<file path="config.mk">
export PLATFORM = sky130hd
export DESIGN_NAME = cpu_top
export DESIGN_NICKNAME = d
export VERILOG_FILES = /design/src/design/cpu_pkg.sv /design/src/design/cpu_top.sv /design/src/design/cpu_result.sv /design/src/design/cpu_execute.sv /design/src/design/cpu_decode.sv /design/src/design/cpu_regfile.sv /design/src/design/cpu_pipe_reg.sv
export VERILOG_INCLUDE_DIRS = /design/src /design/src/design
export SDC_FILE = /design/constraint.sdc
export NUM_CORES = 2
export LEC_CHECK = 0
export BUFFER_PORTS_ARGS = -buffer_cell sky130_fd_sc_hd__buf_2
export CORE_MARGIN = 2
export CORE_UTILIZATION = 55
export CTS_CLUSTER_DIAMETER = 30
export DETAILED_ROUTE_END_ITERATION = 7
export PLACE_DENSITY = 0.72
export SYNTH_ARGS = -nofsm -noshare
export SYNTH_HDL_FRONTEND = slang
export SYNTH_SLANG_ARGS = --single-unit
</file>
<file path="constraint.sdc">
create_clock -name clk -period 8.6 [get_ports clk]
set_input_delay 1.29 -clock clk [delete_from_list [all_inputs] [get_ports clk]]
set_output_delay 1.29 -clock clk [all_outputs]
set_load 0.02 [all_outputs]
</file>
<file path="src/design/cpu_defines.svh">
`ifndef CPU_DEFINES_SVH
`define CPU_DEFINES_SVH

// datapath and field widths
`define CPU_XLEN  32
`define CPU_PC_W  16
`define CPU_REG_W 5
`define CPU_IMM_W 16
`define CPU_NREG  32

// opcode field [31:27]
`define CPU_OP_ADD  5'b00000
`define CPU_OP_ADDI 5'b00001
`define CPU_OP_SUB  5'b00010
`define CPU_OP_AND  5'b00011
`define CPU_OP_ANDI 5'b00100
`define CPU_OP_OR   5'b00101
`define CPU_OP_ORI  5'b00110
`define CPU_OP_XOR  5'b00111
`define CPU_OP_SLL  5'b01000
`define CPU_OP_SRL  5'b01001
`define CPU_OP_SRA  5'b01010
`define CPU_OP_LLI  5'b01011
`define CPU_OP_LUI  5'b01100
`define CPU_OP_B    5'b10001

`endif
</file>
<file path="src/design/cpu_pkg.sv">
`default_nettype none

`include "cpu_defines.svh"

package cpu_pkg;

	typedef enum logic [3:0] {
		ALU_ADD,
		ALU_SUB,
		ALU_AND,
		ALU_OR,
		ALU_XOR,
		ALU_SLL,
		ALU_SRL,
		ALU_SRA
	} alu_op_t;

	typedef struct packed {
		logic zero;
		logic sign;
		logic overflow;
	} flags_t;

	// execute stage controls
	typedef struct packed {
		alu_op_t alu_op;
		logic use_imm;
		logic sel_imm;
		logic upd_flags;
		logic [`CPU_REG_W-1:0] src1;
		logic [`CPU_REG_W-1:0] src2;
	} ex_ctrl_t;

	// writeback controls
	typedef struct packed {
		logic [`CPU_REG_W-1:0] dest;
		logic wr_full;
		logic wr_lower;
		logic wr_upper;
	} wb_ctrl_t;

	// pending lower/upper write seen by decode
	typedef struct packed {
		logic valid;
		logic [`CPU_REG_W-1:0] dest;
	} half_dest_t;

	typedef struct packed {
		logic [`CPU_XLEN-1:0] op1;
		logic [`CPU_XLEN-1:0] op2;
		logic [`CPU_XLEN-1:0] imm;
		ex_ctrl_t ex;
		wb_ctrl_t wb;
	} id_ex_t;

	typedef struct packed {
		logic [`CPU_XLEN-1:0] result;
		wb_ctrl_t wb;
	} ex_mem_t;

	typedef struct packed {
		logic [`CPU_XLEN-1:0] result;
		wb_ctrl_t wb;
	} mem_wb_t;

endpackage

`default_nettype wire

</file>
<file path="src/design/cpu_top.sv">
`timescale 1ns/10ps
`default_nettype none

`include "cpu_defines.svh"

module cpu_top import cpu_pkg::*; (
	input  logic                  clk,
	input  logic                  rst_n,
	output logic [`CPU_PC_W-1:0]  instr_addr,
	input  logic [`CPU_XLEN-1:0]  instr,
	output logic                  retire_valid,
	output logic [`CPU_REG_W-1:0] retire_reg,
	output logic [`CPU_XLEN-1:0]  retire_data
);

	logic [`CPU_REG_W-1:0] raddr1;
	logic [`CPU_REG_W-1:0] raddr2;
	logic [`CPU_XLEN-1:0]  rdata1;
	logic [`CPU_XLEN-1:0]  rdata2;
	flags_t                flags;
	logic                  flags_pending;
	half_dest_t            ex_half_dest;
	half_dest_t            mem_half_dest;
	half_dest_t            wb_half_dest;
	logic                  id_valid;
	id_ex_t                id_data;
	logic                  ex_valid;
	ex_mem_t               ex_data;
	logic                  fwd_mem_valid;
	logic [`CPU_REG_W-1:0] fwd_mem_dest;
	logic [`CPU_XLEN-1:0]  fwd_mem_value;
	logic                  fwd_wb_valid;
	logic [`CPU_REG_W-1:0] fwd_wb_dest;
	logic [`CPU_XLEN-1:0]  fwd_wb_value;
	logic                  wen;
	logic                  wlower;
	logic                  wupper;
	logic [`CPU_REG_W-1:0] waddr;
	logic [`CPU_XLEN-1:0]  wdata;

	cpu_decode i_decode (
		.clk(clk), .rst_n(rst_n),
		.instr(instr), .instr_addr(instr_addr),
		.raddr1(raddr1), .raddr2(raddr2), .rdata1(rdata1), .rdata2(rdata2),
		.flags(flags), .flags_pending(flags_pending),
		.ex_half_dest(ex_half_dest), .mem_half_dest(mem_half_dest),
		.wb_half_dest(wb_half_dest),
		.id_valid(id_valid), .id_data(id_data)
	);

	cpu_execute i_execute (
		.clk(clk), .rst_n(rst_n),
		.id_valid(id_valid), .id_data(id_data),
		.fwd_mem_valid(fwd_mem_valid), .fwd_mem_dest(fwd_mem_dest),
		.fwd_mem_value(fwd_mem_value),
		.fwd_wb_valid(fwd_wb_valid), .fwd_wb_dest(fwd_wb_dest), .fwd_wb_value(fwd_wb_value),
		.flags(flags), .flags_pending(flags_pending), .ex_half_dest(ex_half_dest),
		.ex_valid(ex_valid), .ex_data(ex_data)
	);

	cpu_result i_result (
		.clk(clk), .rst_n(rst_n),
		.ex_valid(ex_valid), .ex_data(ex_data),
		.fwd_mem_valid(fwd_mem_valid), .fwd_mem_dest(fwd_mem_dest),
		.fwd_mem_value(fwd_mem_value),
		.fwd_wb_valid(fwd_wb_valid), .fwd_wb_dest(fwd_wb_dest), .fwd_wb_value(fwd_wb_value),
		.mem_half_dest(mem_half_dest), .wb_half_dest(wb_half_dest),
		.wen(wen), .wlower(wlower), .wupper(wupper), .waddr(waddr), .wdata(wdata)
	);

	cpu_regfile i_regfile (
		.clk(clk), .rst_n(rst_n),
		.raddr1(raddr1), .raddr2(raddr2), .rdata1(rdata1), .rdata2(rdata2),
		.wen(wen), .wlower(wlower), .wupper(wupper), .waddr(waddr), .wdata(wdata),
		.retire_valid(retire_valid), .retire_reg(retire_reg), .retire_data(retire_data)
	);

endmodule

`default_nettype wire

</file>
<file path="src/design/cpu_result.sv">
`timescale 1ns/10ps
`default_nettype none

`include "cpu_defines.svh"

module cpu_result import cpu_pkg::*; (
	input  logic                  clk,
	input  logic                  rst_n,
	input  logic                  ex_valid,
	input  ex_mem_t               ex_data,
	output logic                  fwd_mem_valid,
	output logic [`CPU_REG_W-1:0] fwd_mem_dest,
	output logic [`CPU_XLEN-1:0]  fwd_mem_value,
	output logic                  fwd_wb_valid,
	output logic [`CPU_REG_W-1:0] fwd_wb_dest,
	output logic [`CPU_XLEN-1:0]  fwd_wb_value,
	output half_dest_t            mem_half_dest,
	output half_dest_t            wb_half_dest,
	output logic                  wen,
	output logic                  wlower,
	output logic                  wupper,
	output logic [`CPU_REG_W-1:0] waddr,
	output logic [`CPU_XLEN-1:0]  wdata
);

	logic    em_valid;
	ex_mem_t em;
	mem_wb_t mw_in;
	logic    mw_valid;
	mem_wb_t mw;

	cpu_pipe_reg #(.payload_t(ex_mem_t)) i_ex_mem (
		.clk(clk),
		.rst_n(rst_n),
		.hold(1'b0),
		.valid_in(ex_valid),
		.data_in(ex_data),
		.valid(em_valid),
		.data(em)
	);

	// memory slot passes the result through
	assign mw_in.result = em.result;
	assign mw_in.wb = em.wb;

	cpu_pipe_reg #(.payload_t(mem_wb_t)) i_mem_wb (
		.clk(clk),
		.rst_n(rst_n),
		.hold(1'b0),
		.valid_in(em_valid),
		.data_in(mw_in),
		.valid(mw_valid),
		.data(mw)
	);

	// only full writes forward, r0 excluded
	assign fwd_mem_valid = em_valid && em.wb.wr_full && (em.wb.dest != '0);
	assign fwd_mem_dest = em.wb.dest;
	assign fwd_mem_value = em.result;
	assign fwd_wb_valid = mw_valid && mw.wb.wr_full && (mw.wb.dest != '0);
	assign fwd_wb_dest = mw.wb.dest;
	assign fwd_wb_value = mw.result;

	assign mem_half_dest.valid = em_valid && (em.wb.wr_lower || em.wb.wr_upper);
	assign mem_half_dest.dest = em.wb.dest;
	assign wb_half_dest.valid = mw_valid && (mw.wb.wr_lower || mw.wb.wr_upper);
	assign wb_half_dest.dest = mw.wb.dest;

	assign wen = mw_valid && mw.wb.wr_full;
	assign wlower = mw_valid && mw.wb.wr_lower;
	assign wupper = mw_valid && mw.wb.wr_upper;
	assign waddr = mw.wb.dest;
	assign wdata = mw.result;

endmodule

`default_nettype wire

</file>
<file path="src/design/cpu_execute.sv">
`timescale 1ns/10ps
`default_nettype none

`include "cpu_defines.svh"

module cpu_execute import cpu_pkg::*; (
	input  logic                  clk,
	input  logic                  rst_n,
	input  logic                  id_valid,
	input  id_ex_t                id_data,
	input  logic                  fwd_mem_valid,
	input  logic [`CPU_REG_W-1:0] fwd_mem_dest,
	input  logic [`CPU_XLEN-1:0]  fwd_mem_value,
	input  logic                  fwd_wb_valid,
	input  logic [`CPU_REG_W-1:0] fwd_wb_dest,
	input  logic [`CPU_XLEN-1:0]  fwd_wb_value,
	output flags_t                flags,
	output logic                  flags_pending,
	output half_dest_t            ex_half_dest,
	output logic                  ex_valid,
	output ex_mem_t               ex_data
);

	localparam int MSB = `CPU_XLEN - 1;

	logic                 ie_valid;
	id_ex_t               ie;
	logic [`CPU_XLEN-1:0] a;
	logic [`CPU_XLEN-1:0] b;
	logic [`CPU_XLEN-1:0] sum;
	logic [`CPU_XLEN-1:0] diff;
	logic [`CPU_XLEN-1:0] alu_res;
	logic                 ovf;

	cpu_pipe_reg #(.payload_t(id_ex_t)) i_id_ex (
		.clk(clk),
		.rst_n(rst_n),
		.hold(1'b0),
		.valid_in(id_valid),
		.data_in(id_data),
		.valid(ie_valid),
		.data(ie)
	);

	// forwarding, nearest producer first
	always_comb begin
		if (fwd_mem_valid && fwd_mem_dest == ie.ex.src1) begin
			a = fwd_mem_value;
		end else if (fwd_wb_valid && fwd_wb_dest == ie.ex.src1) begin
			a = fwd_wb_value;
		end else begin
			a = ie.op1;
		end
		if (ie.ex.use_imm) begin
			b = ie.imm;
		end else if (fwd_mem_valid && fwd_mem_dest == ie.ex.src2) begin
			b = fwd_mem_value;
		end else if (fwd_wb_valid && fwd_wb_dest == ie.ex.src2) begin
			b = fwd_wb_value;
		end else begin
			b = ie.op2;
		end
	end

	////////////////////
	// alu
	////////////////////

	assign sum = a + b;
	assign diff = a - b;

	always_comb begin
		ovf = 1'b0;
		case (ie.ex.alu_op)
			ALU_ADD: begin
				alu_res = sum;
				ovf = (a[MSB] == b[MSB]) && (sum[MSB] != a[MSB]);
			end
			ALU_SUB: begin
				alu_res = diff;
				ovf = (a[MSB] != b[MSB]) && (diff[MSB] != a[MSB]);
			end
			ALU_AND: alu_res = a & b;
			ALU_OR:  alu_res = a | b;
			ALU_XOR: alu_res = a ^ b;
			ALU_SLL: alu_res = a << b[4:0];
			ALU_SRL: alu_res = a >> b[4:0];
			ALU_SRA: alu_res = $signed(a) >>> b[4:0];
			default: alu_res = sum;
		endcase
	end

	// flag register, written at the end of EX
	always_ff @(posedge clk or negedge rst_n) begin
		if (!rst_n) begin
			flags <= '0;
		end else if (ie_valid && ie.ex.upd_flags) begin
			flags.zero <= (alu_res == '0);
			flags.sign <= alu_res[MSB];
			flags.overflow <= ovf;
		end
	end

	assign flags_pending = ie_valid && ie.ex.upd_flags;
	assign ex_half_dest.valid = ie_valid && (ie.wb.wr_lower || ie.wb.wr_upper);
	assign ex_half_dest.dest = ie.wb.dest;

	assign ex_valid = ie_valid;
	assign ex_data.result = ie.ex.sel_imm ? ie.imm : alu_res;
	assign ex_data.wb = ie.wb;

endmodule

`default_nettype wire

</file>
<file path="src/design/cpu_decode.sv">
`timescale 1ns/10ps
`default_nettype none

`include "cpu_defines.svh"

module cpu_decode import cpu_pkg::*; (
	input  logic                  clk,
	input  logic                  rst_n,
	input  logic [`CPU_XLEN-1:0]  instr,
	output logic [`CPU_PC_W-1:0]  instr_addr,
	output logic [`CPU_REG_W-1:0] raddr1,
	output logic [`CPU_REG_W-1:0] raddr2,
	input  logic [`CPU_XLEN-1:0]  rdata1,
	input  logic [`CPU_XLEN-1:0]  rdata2,
	input  flags_t                flags,
	input  logic                  flags_pending,
	input  half_dest_t            ex_half_dest,
	input  half_dest_t            mem_half_dest,
	input  half_dest_t            wb_half_dest,
	output logic                  id_valid,
	output id_ex_t                id_data
);

	logic [`CPU_PC_W-1:0] pc;
	logic                 ifid_valid;
	logic [`CPU_XLEN-1:0] ifid_instr;
	logic [`CPU_PC_W-1:0] ifid_pc;
	logic [`CPU_XLEN-1:0] imm;
	logic                 is_branch;
	logic                 cond;
	logic                 stall;
	logic                 taken;

	function automatic logic half_hit(input half_dest_t hd, input logic [`CPU_REG_W-1:0] a1,
		input logic [`CPU_REG_W-1:0] a2);
		return hd.valid && (hd.dest == a1 || hd.dest == a2);
	endfunction

	////////////////////
	// fetch
	////////////////////

	assign instr_addr = pc;

	always_ff @(posedge clk or negedge rst_n) begin
		if (!rst_n) begin
			pc <= '0;
		end else if (taken) begin
			pc <= ifid_pc + `CPU_PC_W'(1) + imm[`CPU_PC_W-1:0];
		end else if (!stall) begin
			pc <= pc + `CPU_PC_W'(1);
		end
	end

	// a taken branch flushes the slot behind it
	always_ff @(posedge clk or negedge rst_n) begin
		if (!rst_n) begin
			ifid_valid <= 1'b0;
		end else if (taken) begin
			ifid_valid <= 1'b0;
		end else if (!stall) begin
			ifid_valid <= (instr != '0);
		end
	end

	always_ff @(posedge clk) begin
		if (!stall && !taken) begin
			ifid_instr <= instr;
			ifid_pc <= pc;
		end
	end

	////////////////////
	// decode
	////////////////////

	assign raddr1 = ifid_instr[21:17];
	assign raddr2 = ifid_instr[16:12];
	assign imm = {{(`CPU_XLEN-`CPU_IMM_W){ifid_instr[`CPU_IMM_W-1]}}, ifid_instr[`CPU_IMM_W-1:0]};

	always_comb begin
		id_data = '0;
		is_branch = 1'b0;
		id_data.op1 = rdata1;
		id_data.op2 = rdata2;
		id_data.imm = imm;
		id_data.ex.src1 = raddr1;
		id_data.ex.src2 = raddr2;
		id_data.wb.dest = ifid_instr[26:22];
		case (ifid_instr[31:27])
			`CPU_OP_ADD:  id_data.ex.alu_op = ALU_ADD;
			`CPU_OP_ADDI: id_data.ex.alu_op = ALU_ADD;
			`CPU_OP_SUB:  id_data.ex.alu_op = ALU_SUB;
			`CPU_OP_AND:  id_data.ex.alu_op = ALU_AND;
			`CPU_OP_ANDI: id_data.ex.alu_op = ALU_AND;
			`CPU_OP_OR:   id_data.ex.alu_op = ALU_OR;
			`CPU_OP_ORI:  id_data.ex.alu_op = ALU_OR;
			`CPU_OP_XOR:  id_data.ex.alu_op = ALU_XOR;
			`CPU_OP_SLL:  id_data.ex.alu_op = ALU_SLL;
			`CPU_OP_SRL:  id_data.ex.alu_op = ALU_SRL;
			`CPU_OP_SRA:  id_data.ex.alu_op = ALU_SRA;
			default:      id_data.ex.alu_op = ALU_ADD;
		endcase
		case (ifid_instr[31:27])
			`CPU_OP_ADD, `CPU_OP_SUB, `CPU_OP_AND, `CPU_OP_OR, `CPU_OP_XOR,
			`CPU_OP_SLL, `CPU_OP_SRL, `CPU_OP_SRA: begin
				id_data.ex.upd_flags = 1'b1;
				id_data.wb.wr_full = 1'b1;
			end
			`CPU_OP_ADDI, `CPU_OP_ANDI, `CPU_OP_ORI: begin
				id_data.ex.use_imm = 1'b1;
				id_data.ex.upd_flags = 1'b1;
				id_data.wb.wr_full = 1'b1;
			end
			`CPU_OP_LLI: begin
				id_data.ex.sel_imm = 1'b1;
				id_data.wb.wr_lower = 1'b1;
			end
			`CPU_OP_LUI: begin
				id_data.ex.sel_imm = 1'b1;
				id_data.wb.wr_upper = 1'b1;
			end
			`CPU_OP_B: is_branch = 1'b1;
			// dropped opcodes fall through as no-ops
			default: ;
		endcase
	end

	// branch conditions on the flags
	always_comb begin
		case (ifid_instr[26:24])
			3'b000:  cond = !flags.zero;
			3'b001:  cond = flags.zero;
			3'b010:  cond = !flags.zero && !flags.sign;
			3'b011:  cond = !flags.zero && flags.sign;
			3'b100:  cond = flags.zero || !flags.sign;
			3'b101:  cond = flags.zero || flags.sign;
			3'b110:  cond = flags.overflow;
			default: cond = 1'b1;
		endcase
	end

	////////////////////
	// hazards
	////////////////////

	assign stall = ifid_valid && ((is_branch && flags_pending) ||
		half_hit(ex_half_dest, raddr1, raddr2) ||
		half_hit(mem_half_dest, raddr1, raddr2) ||
		half_hit(wb_half_dest, raddr1, raddr2));

	assign taken = ifid_valid && is_branch && cond && !stall;
	assign id_valid = ifid_valid && !stall;

endmodule

`default_nettype wire

</file>
<file path="src/design/cpu_regfile.sv">
`timescale 1ns/10ps
`default_nettype none

`include "cpu_defines.svh"

module cpu_regfile import cpu_pkg::*; (
	input  logic                  clk,
	input  logic                  rst_n,
	input  logic [`CPU_REG_W-1:0] raddr1,
	input  logic [`CPU_REG_W-1:0] raddr2,
	output logic [`CPU_XLEN-1:0]  rdata1,
	output logic [`CPU_XLEN-1:0]  rdata2,
	input  logic                  wen,
	input  logic                  wlower,
	input  logic                  wupper,
	input  logic [`CPU_REG_W-1:0] waddr,
	input  logic [`CPU_XLEN-1:0]  wdata,
	output logic                  retire_valid,
	output logic [`CPU_REG_W-1:0] retire_reg,
	output logic [`CPU_XLEN-1:0]  retire_data
);

	logic [`CPU_XLEN-1:0] regs [`CPU_NREG];
	logic [`CPU_XLEN-1:0] cur;
	logic [`CPU_XLEN-1:0] merged;
	logic                 we;

	// r0 is never written
	assign we = (wen || wlower || wupper) && (waddr != '0);
	assign cur = regs[waddr];

	// half writes take the low half of wdata
	always_comb begin
		if (wlower) begin
			merged = {cur[`CPU_XLEN-1:`CPU_IMM_W], wdata[`CPU_IMM_W-1:0]};
		end else if (wupper) begin
			merged = {wdata[`CPU_IMM_W-1:0], cur[`CPU_IMM_W-1:0]};
		end else begin
			merged = wdata;
		end
	end

	always_ff @(posedge clk or negedge rst_n) begin
		if (!rst_n) begin
			for (int i = 0; i < `CPU_NREG; i++) begin
				regs[i] <= '0;
			end
		end else if (we) begin
			regs[waddr] <= merged;
		end
	end

	// write-through so a read in the writeback cycle sees the new value
	assign rdata1 = (raddr1 == '0) ? '0 : (we && waddr == raddr1) ? merged : regs[raddr1];
	assign rdata2 = (raddr2 == '0) ? '0 : (we && waddr == raddr2) ? merged : regs[raddr2];

	assign retire_valid = we;
	assign retire_reg = waddr;
	assign retire_data = merged;

endmodule

`default_nettype wire

</file>
<file path="src/design/cpu_pipe_reg.sv">
`timescale 1ns/10ps
`default_nettype none

module cpu_pipe_reg #(
	parameter type payload_t = logic
) (
	input  logic     clk,
	input  logic     rst_n,
	input  logic     hold,
	input  logic     valid_in,
	input  payload_t data_in,
	output logic     valid,
	output payload_t data
);

	// bubbles carry an all-zero payload so no control bit leaks through
	always_ff @(posedge clk or negedge rst_n) begin
		if (!rst_n) begin
			valid <= 1'b0;
			data <= '0;
		end else if (!hold) begin
			valid <= valid_in;
			if (valid_in) begin
				data <= data_in;
			end else begin
				data <= '0;
			end
		end
	end

endmodule

`default_nettype wire

</file>
==> metrics.yaml <==
status: "complete, but fails checks"
violations: "DRC"
synth.area.top_cells: "dfrtp_1, mux4_2, mux2_2"
end_kind: "flip-flop"
grt_pass1_vias: 65200
synth_area_mm2: 0.0833
row_count: 142
fin_util_pct: 63.9
synth_ff_type: "dfrtp_1"
cts.sinks: 1277
synth_top_cell_by_area: "dfrtp_1"
synth_cells: 6558
dp.final_hpwl_mm: 186
dieArea_mm2: 0.155
layout-drive-gt1-share_pct: 42.1
tightestPinTransition_ps: 1410
place.gp.congestion: 1.10
drt_first_iter_violations: 9180
layout.nets: 6620
fp.dieW_um: 393
antenna_found_initial: 18
slew_headroom_pct: 5.40
clk_pin_slew_ps: 50
cp.arrival_ps: 8440
port_buffers: 87
n_fill_cell: 10700
cts_resized: 0
final_area_mm2: 0.0959
crit_required_ps: 9360
h-tree-depth: 5
yosys.cell_types.count: 94
slew_viol_final: 0
drc: 3
start_kind: "flip-flop"
fin_tns_setup_ps: 0
clock_path_buffers: 4
cts_setup_buffers: 0
p_per_area_mw_per_mm2: 368
core-area_mm2: 0.150
synth-seq-area-share_pct: 38.6
antenna_left: 0
async_flop_share_pct: 96.0
criticalPathCategory: "flip-flop to flip-flop"
dr.pass1.iters: 8
hold_path_class: "input port to async pin"
cts_tree: "done"
grt_pass1_wl_mm: 449
routed_wl_mm: 308
min_period_ps: 7680
clk_latency_ps: 920
whs_ps: 395
grt_util_all_layers_pct: 40.1
grt_max_degree: 186
syn_nets: 6709
skew_ps: 110
dr_total_vias: 64700
total_power_mw: 35.3
start_util_pct: 55.5
rsz0062_at_grt: "no"
synth-edff-count: 48
wl_per_cell_um: 35.4
cts_hold_buf: 0
io_pins: 88
yosysWarnings: 0
finalSetupViolations: 0
peakVddDrop_v: 0.000257
vias_per_cell: 7.43
syn_area_per_cell_um2: 12.7
final.period_utilization_pct: 89.3
critPathMaxFanout: 38
ys_seq_elements: 1277
cts_inserted_buffers: 298
p_leak_nw: 41.3
synth_top_area_share_pct: 36.8
place_area_mm2: 0.0857
grt-ovfl-total: 0
hold_violations: 0
die_height_um: 393
ctsRootBufferMaster: "clkbuf_16"
max_freq_ghz: 0.130
area_growth_syn_to_layout_pct: 15.1
drv_cap: 0
## area by class of cell
cell class / instances / area (um2) / share of cell area [%]
Clock inverter: 150 / 1990 / 2.07
Clock buffer: 368 / 8170 / 8.52
Timing Repair Buffer: 293 / 2200 / 2.29
Multi-Input combinational cell: 4468 / 48300 / 50.4
Inverter: 131 / 494 / 0.515
Tap cell: 2016 / 2520 / 2.63
Sequential cell: 1277 / 32200 / 33.6
Antenna cell: 1 / 2.50 / 0.00261
## state kept, by name, indices dropped and copies added (netlist names), 3 cells and up, named ones only
name and flops:
i_decode.instr_addr 16, i_execute.flags 3, i_execute.i_id_ex.data 99, i_decode.ifid_instr 32, i_result.i_mem_wb.data 40, i_regfile.regs 1024
i_result.i_ex_mem.data 40, i_decode.ifid_pc 16
## worst max-delay path: stages, from the launching register on
cell and delay, ps:
dfrtp_4 950, xor2_1 340, or4_1 640, o21ai_0 200
a31oi_1 770, ha_1 390, nor2b_1 130, o21bai_1 130
a221oi_1 660, o21ai_0 380, nor2_1 180, nor3_1 50
o21ai_0 290, o2111ai_1 180, a2111oi_0 690, nand4_1 430
nor4_1 460, nand4_1 190, nor4b_2 250, a32o_1 190
## placed cells by master (no fill, tap or decap), types with 121 or more instances in the layout
cell type,netlist,layout
mux2_2,957,957
nand3_1,143,143
nor2_1,306,289
mux2i_1,129,129
buf_4,12,190
inv_1,121,121
a21oi_1,217,201
dfrtp_1,1226,1218
a211oi_1,125,125
clkbuf_16,0,304
mux4_2,927,927
o21ai_0,226,226
nand2_1,341,326
## cells in the mapped netlist (44+ instances only)
| cell | instances |
|---|---|
| a21oi_1 | 217 |
| o21ai_0 | 226 |
| mux2_2 | 957 |
| mux4_2 | 927 |
| o211ai_1 | 44 |
| ha_1 | 114 |
| nand3_1 | 143 |
| and2_1 | 77 |
| edfxtp_1 | 48 |
| inv_1 | 121 |
| buf_1 | 112 |
| nand2_1 | 341 |
| mux2i_1 | 129 |
| nor2_1 | 306 |
| a211oi_1 | 125 |
| nor3_1 | 100 |
| clkbuf_1 | 509 |
| and3_1 | 57 |
| xnor2_1 | 49 |
| dfrtp_1 | 1226 |
## routing by layer
layer / track usage, % / share of wire (%) / vias to the layer above
li1: - / - / 25500
met1: 51.2 / 35 / 32900
met2: 58.6 / 44 / 4885
met3: 13.2 / 13 / 1393
met4: 26.5 / 7.9 / 20
met5: 0 / 0.047 / -
## power by group
part | internal, mW | switching (mW) | leakage (nW)
Clock | 7.90 | 3.60 | 4.92
Sequential | 8.09 | 2.14 | 17.1
Combinational | 6.18 | 7.43 | 19.4
## kinds of logic after synthesis
group,Yosys count,synth area share (%)
AOI/OAI and AO/OA,1054,8.48
xor gates and xnor gates,84,0.883
adders and majority gates,118,1.80
buffers and inverters,813,3.85
DFF,1277,38.6
muxes,2014,39.6
and+or+nand+nor,1198,6.83
## per-stage QoR
stage / instances / setup slack [ps]
after detailed placement: 8184 / 1220
final: 8704 / 919
after global routing: 8703 / 668
after floorplan: 6558 / 2710
after CTS: 8702 / 1130
after global placement: 8184 / 1490
## worst paths after layout
kind	cells past startpoint	startpoint	endpoint	slack [ps]
min	1	rst_n	i_regfile.regs[819]$_DFFE_PN0P_	400
max	19	i_result.i_mem_wb.data[3]$_DFF_PN0_	i_execute.flags[2]$_DFFE_PN0P_	920
max reg2reg	19	i_result.i_mem_wb.data[3]$_DFF_PN0_	i_execute.flags[2]$_DFFE_PN0P_	920
max in group asynchronous	3	rst_n	i_regfile.regs[386]$_DFFE_PN0P_	6050
min reg2reg	0	i_regfile.regs[1015]$_DFFE_PN0P_	i_regfile.regs[1015]$_DFFE_PN0P_	410
min in group clk	0	i_regfile.regs[1015]$_DFFE_PN0P_	i_regfile.regs[1015]$_DFFE_PN0P_	410
No activity file was read; power rests on OpenSTA's default activity.
